==> src/design/lsq_defs.svh <==
`ifndef LSQ_DEFS_SVH
`define LSQ_DEFS_SVH

// address layout
`define ADDR_W 32
`define BANK_W 5
`define LOW_W 2
`define BEN_W 4

// access size code
`define SZ_W 3

// store data before and after alignment
`define SDATA_W 128
`define WDATA_W 160

// store queue
`define STQ_DEPTH 16
`define STQ_PTR_W 4

// stall when fewer free entries than this
`define STQ_STALL_MARGIN 4

`endif

==> src/design/mem_access_pkg.sv <==
`default_nettype none

`include "lsq_defs.svh"

package mem_access_pkg;

  // tag, then bank, then byte within bank
  typedef struct packed {
    logic [`ADDR_W-`BANK_W-`LOW_W-1:0] tag;
    logic [`BANK_W-1:0]                bank;
    logic [`LOW_W-1:0]                 low;
  } st_addr_fields_t;

  // same 32 bits, flat or split into cache fields
  typedef union packed {
    logic [`ADDR_W-1:0] word;
    st_addr_fields_t    f;
  } st_addr_u;

  // byte count is 2**code, codes 5..7 unused
  typedef enum logic [`SZ_W-1:0] {
    SZ_1  = 3'd0,
    SZ_2  = 3'd1,
    SZ_4  = 3'd2,
    SZ_8  = 3'd3,
    SZ_16 = 3'd4
  } access_sz_e;

endpackage

`default_nettype wire

==> src/design/store_port_pkg.sv <==
`default_nettype none

`include "lsq_defs.svh"

package store_port_pkg;

  // one store as held in the queue, value in the low bytes
  typedef struct packed {
    mem_access_pkg::st_addr_u   addr;
    mem_access_pkg::access_sz_e sz;
    logic [`SDATA_W-1:0]        data;
  } st_req_t;

  // write-request stage, one per lane
  typedef struct packed {
    logic    en;
    st_req_t req;
  } st_stage_t;

  // write request toward the data cache
  typedef struct packed {
    logic                       en;
    mem_access_pkg::st_addr_u   adata;
    mem_access_pkg::access_sz_e sz;
    logic [`BANK_W-1:0]         bank1;
    logic [`BEN_W-1:0]          bgn_ben;
    logic [`BEN_W-1:0]          end_ben;
    logic [`WDATA_W-1:0]        data;
  } st_wreq_t;

endpackage

`default_nettype wire

==> src/design/byte_enable_gen.sv <==
`default_nettype none
`timescale 1ns/1ps

`include "lsq_defs.svh"

module byte_enable_gen (
  input  logic [`BANK_W-1:0]         bank,
  input  logic [`LOW_W-1:0]          low,
  input  mem_access_pkg::access_sz_e sz,
  output logic [`BANK_W-1:0]         bank1,
  output logic [`BEN_W-1:0]          bgn_ben,
  output logic [`BEN_W-1:0]          end_ben
);

  localparam int BANK_W = `BANK_W;
  localparam int LOW_W = `LOW_W;

  logic [5:0]        last;
  logic [`BEN_W-1:0] from_low;
  logic [`BEN_W-1:0] to_last;

  always_comb begin
    // offset of the last byte, counted from byte 0 of the begin bank
    last = {4'b0, low} + (6'd1 << sz) - 6'd1;
    bank1 = bank + BANK_W'(last >> LOW_W);
    from_low = {`BEN_W{1'b1}} << low;
    to_last = {`BEN_W{1'b1}} >> (LOW_W'(`BEN_W - 1) - last[`LOW_W-1:0]);
    if (last[5:`LOW_W] == '0) begin
      // fits in one bank
      bgn_ben = from_low & to_last;
      end_ben = from_low & to_last;
    end else begin
      bgn_ben = from_low;
      end_ben = to_last;
    end
  end

endmodule

`default_nettype wire

==> src/design/store_data_align.sv <==
`default_nettype none
`timescale 1ns/1ps

`include "lsq_defs.svh"

module store_data_align (
  input  logic [`SDATA_W-1:0]        data,
  input  logic [`LOW_W-1:0]          low,
  input  mem_access_pkg::access_sz_e sz,
  output logic [`WDATA_W-1:0]        odata
);

  localparam int WDATA_W = `WDATA_W;

  logic [`SDATA_W-1:0] keep;
  logic [`SDATA_W-1:0] masked;

  always_comb begin
    // 16-byte store shifts the mask out entirely, keeping all bits
    keep = ~({`SDATA_W{1'b1}} << (8'd8 << sz));
    masked = data & keep;
    // window starts at byte 0 of the begin bank
    odata = WDATA_W'(masked) << {low, 3'b000};
  end

endmodule

`default_nettype wire

==> src/design/store_write_port.sv <==
`default_nettype none
`timescale 1ns/1ps

`include "lsq_defs.svh"

module store_write_port (
  input  logic                     clk,
  input  logic                     rst,
  input  logic                     bus_hold,
  input  logic                     miss_hold,
  input  logic                     miss_pause,
  input  logic                     insert_hold,
  input  store_port_pkg::st_req_t  drain0,
  input  store_port_pkg::st_req_t  drain1,
  input  logic [1:0]               drain_en,
  output logic                     hold,
  output store_port_pkg::st_wreq_t st0,
  output store_port_pkg::st_wreq_t st1
);

  store_port_pkg::st_stage_t [1:0] stage;
  store_port_pkg::st_req_t [1:0]   drain;
  store_port_pkg::st_wreq_t        wreq [2];

  assign hold = bus_hold | miss_hold | miss_pause | insert_hold;

  assign drain[0] = drain0;
  assign drain[1] = drain1;

  // on hold keep the request but drop the enables
  always_ff @(posedge clk) begin
    if (rst) begin
      stage <= '0;
    end else if (!hold) begin
      for (int i = 0; i < 2; i++) begin
        stage[i].en <= drain_en[i];
        stage[i].req <= drain[i];
      end
    end else begin
      stage[0].en <= 1'b0;
      stage[1].en <= 1'b0;
    end
  end

  for (genvar i = 0; i < 2; i++) begin : g_lane
    logic [`BANK_W-1:0]  bank1;
    logic [`BEN_W-1:0]   bgn_ben;
    logic [`BEN_W-1:0]   end_ben;
    logic [`WDATA_W-1:0] odata;

    byte_enable_gen u_ben (
      .bank    (stage[i].req.addr.f.bank),
      .low     (stage[i].req.addr.f.low),
      .sz      (stage[i].req.sz),
      .bank1   (bank1),
      .bgn_ben (bgn_ben),
      .end_ben (end_ben)
    );

    store_data_align u_align (
      .data  (stage[i].req.data),
      .low   (stage[i].req.addr.f.low),
      .sz    (stage[i].req.sz),
      .odata (odata)
    );

    always_comb begin
      wreq[i].en = stage[i].en;
      wreq[i].adata = stage[i].req.addr;
      wreq[i].sz = stage[i].req.sz;
      wreq[i].bank1 = bank1;
      wreq[i].bgn_ben = bgn_ben;
      wreq[i].end_ben = end_ben;
      wreq[i].data = odata;
    end
  end

  assign st0 = wreq[0];
  assign st1 = wreq[1];

endmodule

`default_nettype wire

==> config.mk <==
export PLATFORM = sky130hd
export DESIGN_NAME = store_write_port
export DESIGN_NICKNAME = d
export VERILOG_FILES = /design/src/design/mem_access_pkg.sv /design/src/design/store_port_pkg.sv /design/src/design/byte_enable_gen.sv /design/src/design/store_data_align.sv /design/src/design/store_write_port.sv
export VERILOG_INCLUDE_DIRS = /design/src /design/src/design
export SDC_FILE = /design/constraint.sdc
export NUM_CORES = 1
export LEC_CHECK = 0
export BUFFER_PORTS_ARGS = -buffer_cell sky130_fd_sc_hd__buf_4
export CORE_AREA = 2 2 295 297
export CTS_BUF_LIST = sky130_fd_sc_hd__clkbuf_16
export CTS_CLUSTER_SIZE = 14
export DETAILED_ROUTE_END_ITERATION = 10
export DIE_AREA = 0 0 297 299
export GPL_TIMING_DRIVEN = 0
export PLACE_DENSITY = 0.52
export SLEW_MARGIN = 20
export SYNTH_ARGS = -nofsm -noshare
export SYNTH_HDL_FRONTEND = slang
export SYNTH_SLANG_ARGS = --single-unit
==> constraint.sdc <==
create_clock -name clk -period 4.17 [get_ports clk]
set_clock_uncertainty 0.1 [all_clocks]
set_input_delay 0.2085 -clock clk [delete_from_list [all_inputs] [get_ports clk]]
set_output_delay 0.2085 -clock clk [all_outputs]
set_load 0.05 [all_outputs]
# Word level (Yosys, flattened, before mapping)
# Cells that the tools add are included.
# totals
latch_bits	0
mem_bits_ro	0
register_bits	328
mem_count	0
ramBits	0
elab_cells	44
input_bits	334
output_inout_bits	419
# classes
bitwise_logic	9
muxes	4
n_shift	12
n_reduce_logical	3
n_eq_ne	0
n_lt_le_gt_ge	0
addsub	8
div	0
multipliers	0
# ops
cell	n
$shl 128x5->160	2
$and 128x128->128	2
$not 128->128	2
$shl 128x8->128 const A	2
$mux 4	4
$shl 4x3->8 const A	2
$add 2x6->6	2
$shl 1x3->6 const A	2
$sub 6x1->6 const B	2
$add 5x4->5	2
$and 4x4->4	2
$logic_not 4->1	2
$shl 4x2->4 const A	2
$shr 4x2->4 const A	2
$sub 2x2->2 const A	2
$or 1x1->1	3
$reduce_or 2->1	1

# Longest topological paths before layout
# depth
ltp_word	7
depth_mapped	19
depth_no_buf	15

# Modules after synthesis
# From an unflattened synthesis, not the netlist that was laid out.
# hier_totals
hier_cells	2733
area_unflattened_um2	24163.2
# by_module_without_submodules
mod	instances	area_each_um2	cells_each
store_write_port	1	14944.3	1491
store_data_align	2	4177.8	567
byte_enable_gen	2	431.7	54

# Worst setup path after synthesis
# No wires, ideal clock.
# synth_timing
path_kind	register to output
from	register stage (netlist bit st0[176])
to	output st0[172] in the netlist's numbering
arrival_ns	4.312
stages_incl_launch_ff	19
required_ns	3.862
slack_ns	-0.450
cell_sequence	dfxtp_1 -> clkbuf_1 -> buf_2 -> buf_4 -> buf_2 -> buf_2 -> inv_1 -> ha_1 -> inv_1 -> ha_1 -> inv_1 -> fa_1 -> xnor2_1 -> inv_1 -> fa_1 -> inv_1 -> a21o_1 -> a21oi_1 -> xnor2_1
# synth_rtl
element	line_no	rtl
from (decl)	store_write_port.sv:21	store_port_pkg::st_stage_t [1:0] stage;
to (decl)	store_write_port.sv:17	output store_port_pkg::st_wreq_t st0,

==> flow_summary.json <==
{
  "rr_worst_depth": 6,
  "rr_endpoint": "st1[177]",
  "die-area_um2": 88800,
  "path_clk_slew_ns": 0.06,
  "start_kind": "register",
  "whs_path_depth": 2,
  "layout.cells.non_filler": 4906,
  "antenna_found_initial": 17,
  "min-delay-path-class": "input pin to register",
  "powerDensity_nw_per_um2": 272.6,
  "insertion_delay_ns": 0.55,
  "multi_input_area_um2": 11930,
  "ys_warn_count": 0,
  "syn_area_um2": 19710,
  "drtIter0Drc": 2204,
  "relSlewSlack": 0.3447,
  "tns_ns": 0,
  "whs_ns": 0.04824,
  "pin_count": 753,
  "pwr-share-clk": 0.435,
  "worst_ep_arrival_time_ns": 3.75,
  "grt_use_total": 0.2619,
  "core-area_um2": 85940,
  "irDropWorstVdd_uv": 234.1,
  "dpl_cell_area_um2": 26770,
  "status": "finished, final reports clean",
  "die_h_um": 299,
  "hold_start": "rst",
  "synth-main-ff-cell": "dfxtp_1",
  "dieWidth_um": 297,
  "synth-seq-cells": 328,
  "layout.nets": 4069,
  "drv_slew": 0,
  "numPortBuffers": 735,
  "p_leak_nw": 12.82,
  "ant_nets": 0,
  "grt_pass1_wl_um": 170800,
  "min_to": "stage[113]",
  "finalCritPeriodShare": 0.9738,
  "regArea_um2": 6588,
  "row_count": 108,
  "htreeDepth": 2,
  "path_max_fanout": 10,
  "firstDrtPassIters": 6,
  "cts_max_path_buffers": 3,
  "vias_per_cell": 4.961,
  "critical_path_class": "register to primary output",
  "tightest_slew_ns": 0.9830,
  "combPwrFrac": 0.186,
  "fmax_mhz": 246.3,
  "post_drt_wl_per_cell_um": 24.92,
  "ff2ff_setup_slack_ns": 2.09,
  "syn_inst": 2579,
  "vias": 24340,
  "dp_hpwl_um": 98780,
  "gp_congestion": 0.9641,
  "cts_tree": "done",
  "rsz0062_at_grt": "yes",
  "layout-drive-gt1-share": 0.3072,
  "crit_required_ns": 3.86,
  "overflow": 0,
  "seqPwrFrac": 0.379,
  "p_int_mw": 6.127,
  "rr_startpoint": "st1[177]",
  "finalCriticalPeriod_ns": 4.061,
  "cts_buffers": 42,
  "timing_hold_violations_final": 0,
  "synth_edf_count": 0,
  "syn_area_per_cell_um2": 7.643,
  "yosysSeqAreaShare": 0.3331,
  "switching_share": 0.2944,
  "end_kind": "primary output",
  "grt_max_degree": 20,
  "n_fill_cell": 9171,
  "root_buffer": "clkbuf_16",
  "initial_utilization": 0.2294,
  "postLayoutCellArea_um2": 31850,
  "ys_types": 64,
  "placedCellCount": 4484,
  "maxCapViolations": 0,
  "cts_sinks": 328,
  "async_flop_share": 0,
  "drc_errors": 0,
  "p_total_mw": 8.684,
  "wirelength_um": 122200,
  "grt_pass1_vias": 23830,
  "setup_viol": 0,
  "power_switching_mw": 2.557,
  "area_delta_synth_final_pct": 61.60
}
-- power groups by stage --
stage	clock, mW	sequential (mW)	combinational [mW]
final	3.78	3.29	1.62
after global routing	3.96	3.29	1.71
after CTS	3.87	3.29	1.60
after detailed placement	0	3.36	1.31
after global placement	0	3.35	1.30
after floorplan	0	3.36	0.674
-- flip-flops by register name (all words and copies together) (netlist names) --
name and flops:
st0 36, st1 36, stage 256
-- per-stage QoR --
step	worst slack (ns)	util
after floorplan	-0.1878	-
after global placement	-0.7782	0.3115
after detailed placement	-0.8205	0.3115
after CTS	0.003003	0.3692
after global routing	-0.02231	0.3706
final	0.1092	0.3706
-- cell families (layout without fill, tap and decap cells) --
family / Yosys count / in the layout / synth area share
adders and majority gates: 20 / 20 / 0.01422
DFF: 328 / 328 / 0.3331
and+or+nand+nor: 999 / 999 / 0.2121
AOI/OAI and AO/OA: 666 / 666 / 0.2029
buffers and inverters: 296 / 1449 / 0.07357
other: 1 / 20 / 0.0001902
muxes: 261 / 261 / 0.1603
xor gates and xnor gates: 8 / 8 / 0.003555
-- synth_stat cells, types with 16 or more instances --
cell type | n | area (um^2)
nand2_1 | 734 | 2755
a21oi_1 | 402 | 2012
dfxtp_1 | 328 | 6566
mux2i_1 | 130 | 1301
clkbuf_1 | 105 | 394.1
nor2_1 | 101 | 379.1
mux2_2 | 97 | 1092
buf_2 | 81 | 405.4
a211oi_1 | 58 | 435.4
and2_1 | 50 | 312.8
buf_4 | 45 | 337.8
inv_1 | 41 | 153.9
a22oi_1 | 39 | 292.8
o21ai_0 | 35 | 175.2
mux4_2 | 34 | 765.7
nand3_1 | 34 | 170.2
nor2b_1 | 28 | 175.2
o31ai_1 | 19 | 142.6
a211o_1 | 16 | 140.1
ha_1 | 16 | 200.2
nor4_1 | 16 | 100.1
o2bb2ai_1 | 16 | 140.1
-- worst max-delay path: stages (launching register included) --
cell and delay, ns:
dfxtp_1 0.35, buf_4 0.17, buf_8 0.15, clkinvlp_4 0.14
ha_4 0.17, inv_2 0.06, ha_4 0.13, inv_2 0.04
fa_2 0.65, inv_2 0.06, ha_4 0.17, fa_2 0.36
a21o_1 0.20, a21oi_4 0.19, xnor2_2 0.14, buf_6 0.19
-- cell usage in the layout (no fill, tap or decap), types with 39 or more instances in the layout --
master,n
a211oi_1,58
a21oi_1,399
a22oi_1,39
and2_1,50
buf_2,72
buf_4,799
clkbuf_1,100
clkbuf_16,42
dfxtp_1,319
dlygate4sd3_1,328
mux2_2,97
mux2i_1,130
nand2_1,734
nor2_1,100
-- metal layers --
metal	wire length, um	up-vias	GRT usage
li1	-	11150	-
met1	51570	11700	0.3417
met2	54610	1218	0.4148
met3	9546	249	0.05394
met4	6369	20	0.1204
met5	143	-	0
-- worst max-delay path by stage --
stage	start	slack (ns)	depth (start not counted)	endpoint
6_report	st1[176]	0.11	15	st1[172]
5_1_grt	st0[176]	-0.02	14	st0[165]
4_1_cts	st0[175]	0.003	17	st0[172]
3_5_place_dp	st0[176]	-0.82	16	st0[165]
3_3_place_gp	st0[176]	-0.78	16	st0[165]
2_1_floorplan	st0[176]	-0.19	18	st0[172]
-- what timing repair did --
item | CTS | global route
hold endpoints to repair | 328 | 0
gates resized for setup | 66 | 18
endpoints found under the setup margin | 21 | 8
hold buffers | 328 | 0
buffers inserted | 11 | 13
pin swaps | 11 | 11
-- final cells by class --
type / count / area share
Clock inverter: 34 / 0.01053
Buffer: 244 / 0.04211
Clock buffer: 42 / 0.03299
Inverter: 42 / 0.005185
Tap cell: 1155 / 0.04537
Antenna cell: 4 / 0.0003142
Multi-Input combinational cell: 1970 / 0.3745
Timing Repair Buffer: 1087 / 0.2822
Sequential cell: 328 / 0.2068
Power figures use the tool's default switching activity.
